**src/hdl/cgra_pkg.sv**
```systemverilog
package cgra_pkg;

   localparam int DATA_W    = 32;
   localparam int ADDR_W    = 8;
   localparam int MEM_DEPTH = 16;
   localparam int MEM_AW    = 4;
   localparam int MAX_STAGE = 4;

   // host address bits 7:6
   typedef enum logic [1:0] {
      REG_MEM   = 2'b00,
      REG_RUN   = 2'b01,
      REG_CONF  = 2'b10,
      REG_CLEAR = 2'b11
   } region_e;

   // word index inside the configuration region
   localparam logic [MEM_AW-1:0] CONF_ALU = 4'd0;
   localparam logic [MEM_AW-1:0] CONF_AGU = 4'd1;
   localparam logic [MEM_AW-1:0] CONF_ACC = 4'd2;

   typedef struct packed {
      logic              valid;
      logic              we;
      logic [ADDR_W-1:0] addr;
      logic [DATA_W-1:0] wdata;
   } host_req_t;

   // ring word between neighbouring stages
   typedef struct packed {
      logic              valid;
      logic [DATA_W-1:0] data;
   } flow_t;

   // codes 5 to 7 are illegal
   typedef enum logic [2:0] {
      OP_ADD = 3'd0,
      OP_SUB = 3'd1,
      OP_AND = 3'd2,
      OP_XOR = 3'd3,
      OP_MAX = 3'd4
   } alu_op_e;

   typedef struct packed {
      logic [DATA_W-4:0] rsvd;
      alu_op_e           op;
   } alu_view_t;

   typedef struct packed {
      logic [DATA_W-14:0] rsvd;
      logic [4:0]         count;
      logic [3:0]         incr;
      logic [3:0]         start;
   } agu_view_t;

   typedef union packed {
      alu_view_t alu_view;
      agu_view_t agu_view;
   } conf_word_u;

   typedef struct packed {
      logic              we;
      region_e           region;
      logic [MEM_AW-1:0] idx;
      logic [DATA_W-1:0] wdata;
      logic              run_start;
      logic              conf_clear;
   } stage_cmd_t;

endpackage

```
**src/hdl/host_decoder.sv**
```systemverilog
`timescale 1ns/1ps

module host_decoder #(
   parameter int N_STAGE = 3
) (
   input  logic                 clk,
   input  logic                 rst,
   input  cgra_pkg::host_req_t  req,
   output logic                 ready,
   output cgra_pkg::stage_cmd_t cmd,
   output logic [N_STAGE-1:0]   stage_sel,
   output cgra_pkg::region_e    region
);

   logic [1:0] stage_idx;
   logic       bcast;
   logic       mem_rd;
   logic       seen_q;
   logic       seen2_q;
   logic       ready_nxt;
   logic       fire;

   assign region    = cgra_pkg::region_e'(req.addr[7:6]);
   assign stage_idx = req.addr[5:4];
   assign bcast     = (region == cgra_pkg::REG_RUN) || (region == cgra_pkg::REG_CLEAR);
   assign mem_rd    = (region == cgra_pkg::REG_MEM) && !req.we;

   // run and clear go to every stage
   for (genvar i = 0; i < N_STAGE; i++) begin : g_sel
      assign stage_sel[i] = req.valid && (bcast || stage_idx == 2'(i));
   end

   // memory reads wait for the registered read in the stage
   assign ready_nxt = req.valid && (mem_rd ? seen2_q : 1'b1);
   // first cycle of ready, once per transaction
   assign fire = ready_nxt && !ready;

   always_ff @(posedge clk or posedge rst) begin
      if (rst) begin
         seen_q  <= 1'b0;
         seen2_q <= 1'b0;
         ready   <= 1'b0;
      end else begin
         seen_q  <= req.valid;
         seen2_q <= seen_q && req.valid;
         ready   <= ready_nxt;
      end
   end

   always_comb begin
      cmd.we         = req.we && fire;
      cmd.region     = region;
      cmd.idx        = req.addr[3:0];
      cmd.wdata      = req.wdata;
      cmd.run_start  = fire && req.we && (region == cgra_pkg::REG_RUN);
      cmd.conf_clear = fire && (region == cgra_pkg::REG_CLEAR);
   end

   // one stage at a time outside the broadcast regions
   a_sel_onehot : assert property (@(posedge clk) disable iff (rst)
      !bcast |-> $onehot0(stage_sel));

   // addresses past the last stage hit nothing
   a_sel_range : assert property (@(posedge clk) disable iff (rst)
      (!bcast && int'(stage_idx) >= N_STAGE) |-> (stage_sel == '0));

endmodule

```
**src/hdl/stage_agu.sv**
```systemverilog
`timescale 1ns/1ps

module stage_agu (
   input  logic                        clk,
   input  logic                        rst,
   input  logic                        start,
   input  cgra_pkg::conf_word_u        conf,
   output logic [cgra_pkg::MEM_AW-1:0] addr,
   output logic                        addr_valid,
   output logic                        busy
);

   logic [cgra_pkg::MEM_AW-1:0] addr_q;
   logic [4:0]                  left_q;
   logic [1:0]                  drain_q;

   always_ff @(posedge clk or posedge rst) begin
      if (rst) begin
         addr_q  <= '0;
         left_q  <= '0;
         drain_q <= '0;
      end else if (start) begin
         addr_q  <= conf.agu_view.start;
         left_q  <= conf.agu_view.count;
         drain_q <= '0;
      end else if (left_q != '0) begin
         // wraps modulo 16 on its own
         addr_q <= addr_q + conf.agu_view.incr;
         left_q <= left_q - 5'd1;
         // last address, cover memory read and ring register
         if (left_q == 5'd1) begin
            drain_q <= 2'd2;
         end
      end else if (drain_q != '0) begin
         drain_q <= drain_q - 2'd1;
      end
   end

   assign addr       = addr_q;
   assign addr_valid = (left_q != '0);
   assign busy       = addr_valid || (drain_q != '0);

endmodule

```
**src/hdl/stage_alu.sv**
```systemverilog
`timescale 1ns/1ps

module stage_alu (
   input  logic                        clk,
   input  logic                        rst,
   input  logic                        clear,
   input  cgra_pkg::conf_word_u        conf,
   input  cgra_pkg::flow_t             own,
   input  cgra_pkg::flow_t             ring,
   output logic [cgra_pkg::DATA_W-1:0] acc
);

   logic [cgra_pkg::DATA_W-1:0] result;
   logic                        both;

   assign both = own.valid && ring.valid;

   always_comb begin
      case (conf.alu_view.op)
         cgra_pkg::OP_ADD: result = ring.data + own.data;
         cgra_pkg::OP_SUB: result = ring.data - own.data;
         cgra_pkg::OP_AND: result = ring.data & own.data;
         cgra_pkg::OP_XOR: result = ring.data ^ own.data;
         // unsigned compare
         cgra_pkg::OP_MAX: result = (ring.data > own.data) ? ring.data : own.data;
         default:          result = '0;
      endcase
   end

   always_ff @(posedge clk or posedge rst) begin
      if (rst) begin
         acc <= '0;
      end else if (clear) begin
         acc <= '0;
      end else if (both) begin
         acc <= acc + result;
      end
   end

   // host config must hold a legal op while data flows
   a_legal_op : assert property (@(posedge clk) disable iff (rst)
      (own.valid || ring.valid) |-> (conf.alu_view.op inside {cgra_pkg::OP_ADD,
         cgra_pkg::OP_SUB, cgra_pkg::OP_AND, cgra_pkg::OP_XOR, cgra_pkg::OP_MAX}));

endmodule

```
**src/hdl/cgra_stage.sv**
```systemverilog
`timescale 1ns/1ps

module cgra_stage (
   input  logic                        clk,
   input  logic                        rst,
   input  cgra_pkg::stage_cmd_t        cmd,
   input  logic                        sel,
   input  cgra_pkg::flow_t             flow_in,
   output cgra_pkg::flow_t             flow_out,
   output logic [cgra_pkg::DATA_W-1:0] stage_rdata,
   output logic                        done
);

   logic [cgra_pkg::DATA_W-1:0] mem [cgra_pkg::MEM_DEPTH];
   cgra_pkg::conf_word_u        conf_alu;
   cgra_pkg::conf_word_u        conf_agu;
   cgra_pkg::flow_t             rd_q;
   logic [cgra_pkg::MEM_AW-1:0] agu_addr;
   logic [cgra_pkg::DATA_W-1:0] acc;
   logic                        agu_valid;
   logic                        busy;
   logic                        run_go;
   logic                        clr_go;
   logic                        mem_we;
   logic                        conf_we;

   assign run_go  = sel && cmd.run_start;
   assign clr_go  = sel && cmd.conf_clear;
   assign mem_we  = sel && cmd.we && (cmd.region == cgra_pkg::REG_MEM);
   assign conf_we = sel && cmd.we && (cmd.region == cgra_pkg::REG_CONF);
   assign done    = !busy && !run_go;

   always_ff @(posedge clk) begin
      if (mem_we) begin
         mem[cmd.idx] <= cmd.wdata;
      end
   end

   always_ff @(posedge clk or posedge rst) begin
      if (rst) begin
         conf_alu <= '0;
         conf_agu <= '0;
      end else if (clr_go) begin
         conf_alu <= '0;
         conf_agu <= '0;
      end else if (conf_we) begin
         if (cmd.idx == cgra_pkg::CONF_ALU) conf_alu <= cmd.wdata;
         if (cmd.idx == cgra_pkg::CONF_AGU) conf_agu <= cmd.wdata;
      end
   end

   // host read port, one cycle late
   always_ff @(posedge clk) begin
      stage_rdata <= '0;
      if (cmd.region == cgra_pkg::REG_MEM) begin
         stage_rdata <= mem[cmd.idx];
      end else if (cmd.region == cgra_pkg::REG_CONF) begin
         case (cmd.idx)
            cgra_pkg::CONF_ALU: stage_rdata <= conf_alu;
            cgra_pkg::CONF_AGU: stage_rdata <= conf_agu;
            cgra_pkg::CONF_ACC: stage_rdata <= acc;
            default:            stage_rdata <= '0;
         endcase
      end
   end

   stage_agu u_agu (
      .clk        (clk),
      .rst        (rst),
      .start      (run_go),
      .conf       (conf_agu),
      .addr       (agu_addr),
      .addr_valid (agu_valid),
      .busy       (busy)
   );

   // run read, then a second register onto the ring
   always_ff @(posedge clk or posedge rst) begin
      if (rst) begin
         rd_q     <= '0;
         flow_out <= '0;
      end else begin
         rd_q.valid <= agu_valid;
         rd_q.data  <= mem[agu_addr];
         flow_out   <= rd_q;
      end
   end

   // flow_out doubles as the delayed own word
   stage_alu u_alu (
      .clk   (clk),
      .rst   (rst),
      .clear (run_go || clr_go),
      .conf  (conf_alu),
      .own   (flow_out),
      .ring  (flow_in),
      .acc   (acc)
   );

   // host must not touch memory during a run
   a_no_wr_busy : assert property (@(posedge clk) disable iff (rst)
      busy |-> !mem_we);

endmodule

```
**src/hdl/read_collector.sv**
```systemverilog
`timescale 1ns/1ps

module read_collector #(
   parameter int N_STAGE = 3
) (
   input  logic [cgra_pkg::DATA_W-1:0] stage_rdata [N_STAGE],
   input  logic [N_STAGE-1:0]          done,
   input  logic [N_STAGE-1:0]          stage_sel,
   input  cgra_pkg::region_e           region,
   output logic [cgra_pkg::DATA_W-1:0] rdata
);

   logic all_done;

   // array is finished only when every stage is
   assign all_done = &done;

   always_comb begin
      rdata = '0;
      if (region == cgra_pkg::REG_RUN) begin
         rdata = {{(cgra_pkg::DATA_W - 1){1'b0}}, all_done};
      end else begin
         for (int i = 0; i < N_STAGE; i++) begin
            if (stage_sel[i]) begin
               rdata = stage_rdata[i];
            end
         end
      end
   end

endmodule

```
**src/hdl/cgra_top.sv**
```systemverilog
`timescale 1ns/1ps

module cgra_top #(
   parameter int N_STAGE = 3
) (
   input  logic                        clk,
   input  logic                        rst,
   input  cgra_pkg::host_req_t         req,
   output logic                        ready,
   output logic [cgra_pkg::DATA_W-1:0] rdata
);

   cgra_pkg::stage_cmd_t        cmd;
   cgra_pkg::region_e           region;
   logic [N_STAGE-1:0]          stage_sel;
   logic [N_STAGE-1:0]          done;
   cgra_pkg::flow_t             ring [N_STAGE];
   logic [cgra_pkg::DATA_W-1:0] stage_rdata [N_STAGE];

   // stage select is only two address bits wide
   if (N_STAGE < 2 || N_STAGE > cgra_pkg::MAX_STAGE) begin : g_bad_n_stage
      $error("N_STAGE out of range");
   end

   host_decoder #(.N_STAGE(N_STAGE)) u_decoder (
      .clk       (clk),
      .rst       (rst),
      .req       (req),
      .ready     (ready),
      .cmd       (cmd),
      .stage_sel (stage_sel),
      .region    (region)
   );

   // stage i listens to stage i-1, stage 0 closes the ring
   for (genvar i = 0; i < N_STAGE; i++) begin : g_stage
      cgra_stage u_stage (
         .clk         (clk),
         .rst         (rst),
         .cmd         (cmd),
         .sel         (stage_sel[i]),
         .flow_in     (ring[(i + N_STAGE - 1) % N_STAGE]),
         .flow_out    (ring[i]),
         .stage_rdata (stage_rdata[i]),
         .done        (done[i])
      );
   end

   read_collector #(.N_STAGE(N_STAGE)) u_collector (
      .stage_rdata (stage_rdata),
      .done        (done),
      .stage_sel   (stage_sel),
      .region      (region),
      .rdata       (rdata)
   );

endmodule

```
**config.mk**
```make
export PLATFORM = sky130hd
export DESIGN_NAME = cgra_top
export DESIGN_NICKNAME = d
export VERILOG_FILES = /design/src/hdl/cgra_pkg.sv /design/src/hdl/host_decoder.sv /design/src/hdl/stage_agu.sv /design/src/hdl/stage_alu.sv /design/src/hdl/cgra_stage.sv /design/src/hdl/read_collector.sv /design/src/hdl/cgra_top.sv
export SDC_FILE = /design/constraint.sdc
export NUM_CORES = 2
export LEC_CHECK = 0
export ABC_CLOCK_PERIOD_IN_PS = 14870
export BUFFER_PORTS_ARGS = -buffer_cell sky130_fd_sc_hd__buf_2
export CAP_MARGIN = 25
export CORE_UTILIZATION = 55
export CTS_BUF_LIST = sky130_fd_sc_hd__clkbuf_4 sky130_fd_sc_hd__clkbuf_8 sky130_fd_sc_hd__clkbuf_16
export DETAILED_ROUTE_END_ITERATION = 10
export PLACE_DENSITY_LB_ADDON = 0.1
export SYNTH_ARGS = -nofsm -noshare
export SYNTH_HDL_FRONTEND = slang
export SYNTH_SLANG_ARGS = --single-unit
```
**constraint.sdc**
```tcl
create_clock -name clk -period 14.87 [get_ports clk]
set_clock_uncertainty 0.15 [all_clocks]
set_input_delay 1.487 -clock clk [delete_from_list [all_inputs] [get_ports clk]]
set_output_delay 1.487 -clock clk [all_outputs]
set_load 0.02 [all_outputs]
```
# ---- Word-level counts from Yosys, hierarchy flattened
# Memory sizes are Yosys's and may differ from the RTL's. A register that Yosys moved wholly into a read port is not among the register bits.
# Cells that the tools add are included.
dict set report totals {
  regBits 522
  ramBits 1536
  input_bits 44
  elab_cells 247
  n_memories 3
}
# name words word_bits rd rd_clocked_by_memory_dff write_ports line
set memory_table {}
lappend memory_table {{g_stage[0].u_stage.mem} 16 32 2 1 1 cgra_stage.sv:14} ;# logic [cgra_pkg::DATA_W-1:0] mem [cgra_pkg::MEM_DEPTH];
lappend memory_table {{g_stage[1].u_stage.mem} 16 32 2 1 1 cgra_stage.sv:14}
lappend memory_table {{g_stage[2].u_stage.mem} 16 32 2 1 1 cgra_stage.sv:14}
dict set report classes {
  n_addsub 18
  n_lt_le_gt_ge 3
  eq_ne 25
  n_mux 70
  bitwise_logic 6
  reduce_logical 89
}
# op count
set ops {}
lappend ops {{32-bit 2-to-1 mux} 33}
lappend ops {{32-bit case mux with 5 select lines} 3}
lappend ops {{32-bit case mux with 3 select lines} 3}
lappend ops {{32-bit adder} 6}
lappend ops {{32-bit AND} 3}
lappend ops {{32-bit > comparator} 3}
lappend ops {{32-bit subtractor} 3}
lappend ops {{32-bit XOR} 3}
lappend ops {{2-bit nonzero test} 18}
lappend ops {{1-bit logical AND} 31}
lappend ops {{5-bit 2-to-1 mux} 6}
lappend ops {{2-bit 2-to-1 mux} 12}
lappend ops {{4-bit 2-to-1 mux} 6}
lappend ops {{3-bit by 2-bit equality test with 1-bit output (second input constant)} 6}
lappend ops {{2-bit AND reduction} 9}
lappend ops {{5-bit by 1-bit equality test with 1-bit output (second input constant)} 3}
lappend ops {{5-bit nonzero test} 3}
lappend ops {{5-bit by 1-bit subtractor with 5-bit output (second input constant)} 3}
lappend ops {{4-bit adder} 3}
lappend ops {{1-bit logical OR} 10}
lappend ops {{3-bit by 1-bit equality test with 1-bit output (second input constant)} 3}
lappend ops {{3-bit equality test (second input constant)} 3}
lappend ops {{3-bit logical NOT} 3}
lappend ops {{3-bit != test (second input constant)} 3}
lappend ops {{other kinds (11)} 32}

# ---- Depth between registers and ports, before layout
dict set report logic_depth {
  word_depth 12
  ltp_mapped 29
  ltp_nobuf 28
}

# ---- Cells and area by module
# A second synthesis with hierarchy kept.
dict set report unflattened {
  hier_cells 8214
  hier_area_um2 113433.8
}
# module n_inst cells_per_inst area_per_inst_um2
set modules_own_cells {}
lappend modules_own_cells {{cgra_stage at g_stage[1].u_stage ...} 2 1554 29049.1}
lappend modules_own_cells {{cgra_stage at g_stage[0].u_stage} 1 1519 29090.4}
lappend modules_own_cells {stage_alu 3 1061 7502.2}
lappend modules_own_cells {stage_agu 3 77 711.9}
lappend modules_own_cells {read_collector 1 118 1137.3}
lappend modules_own_cells {host_decoder 1 55 465.4}

# ---- Worst setup path before layout
# No wires, ideal clock.
dict set report synth_timing {
  path_kind {register -> register}
  startpoint {reg g_stage[0].u_stage.flow_out[1] (netlist bit)}
  endpoint {reg g_stage[0].u_stage.u_alu.acc[30] (netlist bit)}
  t_arrival_ns 5.380
  required_ns 14.593
  slack_ns 9.213
  path_stages_with_launch 26
  n_path_buf 2
  synth_period_minus_slack_ns 5.657
  path_cell_list {dfrtp_1 inv_1 fa_1 a211o_1 a21oi_1 a21oi_2 a32oi_1 a311oi_1 o31a_1 buf_4 buf_2 mux2i_1 o22ai_1 ha_1 fa_1 a21o_1 a21o_1 a211oi_1 o21a_1 a2111oi_0 nor2_1 a21oi_1 a211o_1 o31ai_1 xor2_1 o21ai_0}
}
dict set report synth_between {
  elab_chain_cells 6
  elab_cells_between_ends 10
}
# element line
set synth_lines {}
lappend synth_lines {{from (decl)} cgra_stage.sv:9} ;# output cgra_pkg::flow_t flow_out,
lappend synth_lines {{from (signal assigned)} cgra_stage.sv:85} ;# flow_out <= rd_q;
lappend synth_lines {{32-bit > comparator} stage_alu.sv:25} ;# cgra_pkg::OP_MAX: result = (ring.data > own.data) ? ring.data : own.data;
lappend synth_lines {{32-bit 2-to-1 mux} stage_alu.sv:25}
lappend synth_lines {{32-bit case mux with 5 select lines (*)} stage_alu.sv:19} ;# case (conf.alu_view.op)
lappend synth_lines {{32-bit adder (*)} stage_alu.sv:36} ;# acc <= acc + result;
lappend synth_lines {{32-bit 2-to-1 mux (*)} stage_alu.sv:35} ;# end else if (both) begin
lappend synth_lines {{32-bit 2-to-1 mux (*)} stage_alu.sv:33} ;# end else if (clear) begin
lappend synth_lines {{to (signal assigned)} stage_alu.sv:36}
lappend synth_lines {{to (decl)} stage_alu.sv:10} ;# output logic [cgra_pkg::DATA_W-1:0] acc
# Mark *: on every way between the ends. The rest lies on a longest branch, timed or not. The select of a mux whose other input is x is not followed.
# A chain may end at the register's enable or synchronous reset.

# ---- Worst setup path after layout
dict set report layout_timing {
  startpoint {reg g_stage[2].u_stage.flow_out[0] (netlist bit)}
  endpoint {reg g_stage[2].u_stage.u_alu.acc[30] (netlist bit)}
}
dict set report layout_between {
  elab_chain_cells 6
  elab_cells_between_ends 10
}
# element line
set layout_lines {}
lappend layout_lines {{from (decl)} cgra_stage.sv:9}
lappend layout_lines {{from (signal assigned)} cgra_stage.sv:85}
lappend layout_lines {{32-bit > comparator} stage_alu.sv:25}
lappend layout_lines {{32-bit 2-to-1 mux} stage_alu.sv:25}
lappend layout_lines {{32-bit case mux with 5 select lines (*)} stage_alu.sv:19}
lappend layout_lines {{32-bit adder (*)} stage_alu.sv:36}
lappend layout_lines {{32-bit 2-to-1 mux (*)} stage_alu.sv:35}
lappend layout_lines {{32-bit 2-to-1 mux (*)} stage_alu.sv:33}
lappend layout_lines {{to (signal assigned)} stage_alu.sv:36}
lappend layout_lines {{to (decl)} stage_alu.sv:10}
# Marks and branches as above.

==> reports/metrics.cfg <==
[clock_tree]
root_buffer=clkbuf_16
clkSinkCount=2154
clk_path_buf_depth=3
post_cts_buffers=0
htreeDepth=4
cts_buffers=221
cts_hold_buffers=0
clk_latency_ns=0.90
ctsResizeCount=0
cts_tree=built
path_clk_slew_ns=0.06

[logic_synthesis]
yosys_warnings=0
netlist_area_um2=111000
avgSynthCellArea_um2=13.9
ys_top_cells_by_area=edfxtp_1 42%, mux4_2 20%, dfrtp_1 12%, ha_1 3.4%, a21oi_1 3.3%
synth_ff_type=edfxtp_1
yosys_register_bits=2154
ys_types=102
yosysTopAreaCell=edfxtp_1
syn-instance-count=8006
async_flop_share_pct=24.2
synth.top_cell.area_share_pct=41.5
yosysSeqAreaShare_pct=55.0
synth_edf_count=1536
syn_nets=8365

[timing]
finalCriticalPeriod_ns=7.46
tns_ns=0
tightest_slew_ns=1.30
max_freq_ghz=0.134
final-setup-viol-count=0
slew_headroom_pct=13.2
drv_slew=0
hold_violations=0
rsz0062_at_grt=false
timing.final.crit_share_pct=50.1

[power_and_ir_drop]
internal-power_mw=16.7
switchingPower_mw=12.7
p_sw_share_pct=43.1
p_seq_share_pct=27.4
clkPwrFrac_pct=19.6
combPwrFrac_pct=52.9
power_mw=29.3
pwr_density_cell_nw_per_um2=239
leakagePower_nw=43.7
peakVddDrop_mv=0.177

[critical_path]
timing_worst_setup_path_type=reg2reg
cp.required_ns=15.44
worst_path_dominant_cell_family=compound AO/OA/AOI/OAI gates
crit_top_cell=o21ai_0
worst_setup_path_start_kind=register
cp.arrival_ns=8.03
cp-end-kind=register
worstPathMaxFanout=60
crit_path_top_delay_cell=buf_4
cp_num_buf_inv=3
slowest_delay_ns=0.61

[floorplan]
die-height_um=451
die_width_um=451
start_util_pct=55.5
rows=164
num_io_pins=77
core_um2=200000
die-area_um2=204000

[grt]
grt-ovfl-total=0
antenna_found_initial=45
grt_pass1_wl_um=556000
grt_use_total_pct=38.8
grt_pass1_vias=73748
grt_max_degree=97

[placement]
io_buffers=76
gp_congestion=1.06
placed_area_um2=115000
dp_hpwl_um=258000
dp_cells=10388

[final_layout]
areaGrowthSynthToFinish_pct=10.3
finalInstanceArea_um2=123000
layout.nets=8323
fill_cells=15044
layout.cells.non_filler=10828
layout-drive-gt1-share_pct=22.0

[route]
drt-met1-wl_um=152000
drcViolationCount=0
avgViaCountPerCell=7.00
wl_met3_um=45600
vias=75810
drt-initial-drc-count=11264
dr_wl_met2_um=175000
wl_um=394000
maxUsedRoutingLayer=met5
ant_nets=0
drt_pass1_iterations=6
wl_per_cell_um=36.4

[min_path]
min_path_type=reg2reg

[status]
status=finished clean

[job]
max_cap_viol_count=0

-- power by group through the flow --
stage | Sequential, mW | Clock, mW | Combinational [mW]
final | 8.05 | 5.76 | 15.5
after global routing | 8.07 | 6.03 | 16.8
after CTS | 8.03 | 5.81 | 15.2
after detailed placement | 8.15 | 0 | 15.1
after global placement | 8.17 | 0 | 15.1
after floorplan | 7.43 | 0 | 11.3
-- synthesized netlist by cell type (96+ instances only) --
master,count
ha_1,303
clkbuf_1,373
dfxtp_1,96
a21oi_1,733
mux4_2,965
o21ai_0,246
a21o_1,117
nand2_1,776
buf_1,130
edfxtp_1,1536
o22ai_1,124
nor2_1,435
inv_1,338
dfrtp_1,522
xnor2_1,126
-- layout by cell type (no fill, tap or decap), types with 69 or more instances in the layout --
cell          n
o22ai_1     124
nand3_1      72
clkbuf_16   221
a21oi_1     732
a22o_1       89
a211oi_1     81
buf_4       204
mux2i_1      69
buf_2        72
mux4_2      965
ha_1        303
o21ai_0     245
nand2_1     775
xnor2_1     126
edfxtp_1   1536
a21o_1      117
dfrtp_1     510
inv_1       337
nor3_1       78
dfxtp_1      96
nor2_1      381
-- flip-flops by register name (all words and copies together), names as in the netlist --
signal	cells
u_decoder.seen2_q	1
g_stage.u_stage.conf_agu	96
u_decoder.seen_q	1
g_stage.u_stage.u_agu.drain_q	6
g_stage.u_stage.mem	1536
g_stage.u_stage.conf_alu	96
g_stage.u_stage.u_alu.acc	96
u_decoder.ready	1
g_stage.u_stage.u_agu.addr	12
g_stage.u_stage.flow_out	99
g_stage.u_stage.rd_q	99
g_stage.u_stage.stage_rdata	96
g_stage.u_stage.u_agu.left_q	15
-- through the flow --
| stage | hold slack (ns) | setup slack, ns | utilization, % |
|---|---|---|---|
| floorplan | 0.181 | 6.14 | - |
| detailed placement | 0.186 | 7.66 | 57.3 |
| CTS | 0.173 | 7.62 | 61.1 |
| global route | 0.185 | 7.15 | 61.2 |
| finish | 0.172 | 7.41 | 61.2 |
| global placement | 0.182 | 7.71 | 57.3 |
-- worst paths after layout --
check | startpoint | end | slack (ns) | depth (start not counted)
worst max-delay path | g_stage[2].u_stage.flow_out[0] | g_stage[2].u_stage.u_alu.acc[30] | 7.41 | 28
worst min-delay path | g_stage[1].u_stage.rd_q[29] | g_stage[1].u_stage.flow_out[29] | 0.17 | 0
worst max register to register | g_stage[2].u_stage.flow_out[0] | g_stage[2].u_stage.u_alu.acc[30] | 7.41 | 28
worst min register to register | g_stage[1].u_stage.rd_q[29] | g_stage[1].u_stage.flow_out[29] | 0.17 | 0
max in group asynchronous | rst | g_stage[2].u_stage.conf_alu[17] | 11.45 | 6
min in group asynchronous | rst | g_stage[0].u_stage.rd_q[23] | 0.37 | 2
-- cells by family after synthesis --
family,Yosys count,share of synthesized area (%)
compound gates,1822,10.4
mux,1039,20.2
buf+inv,899,3.14
xor+xnor,158,1.25
simple gates,1619,6.30
fa+ha+maj,315,3.63
flops,2154,55.0
-- worst register-to-register path: cells and delay by family (launching register included) --
family | cells | cell delay [ns]
AOI/OAI and AO/OA | 17 | 3.39
buffers and inverters | 3 | 0.83
xor gates and xnor gates | 1 | 0.17
adders and majority gates | 4 | 1.35
and+or+nand+nor | 3 | 0.81
DFF | 1 | 0.56
-- layout make-up --
type | count | area [µm²] | share of cell area [%]
sequential | 2154 | 61100 | 49.9
tap | 2656 | 3320 | 2.71
clock buffer | 290 | 6170 | 5.04
timing repair buffer | 291 | 2200 | 1.80
multi-input combinational | 4953 | 47000 | 38.3
inverter | 343 | 1290 | 1.05
clock inverter | 130 | 1390 | 1.14
antenna | 11 | 27.5 | 0.0225
-- layer usage --
layer | vias up | GRT usage [%]
li1 | 31196 | -
met5 | - | 0
met1 | 39110 | 54.9
met2 | 4716 | 57.1
met4 | 24 | 18.1
met3 | 764 | 9.26
No activity file was read; power rests on OpenSTA's default activity.
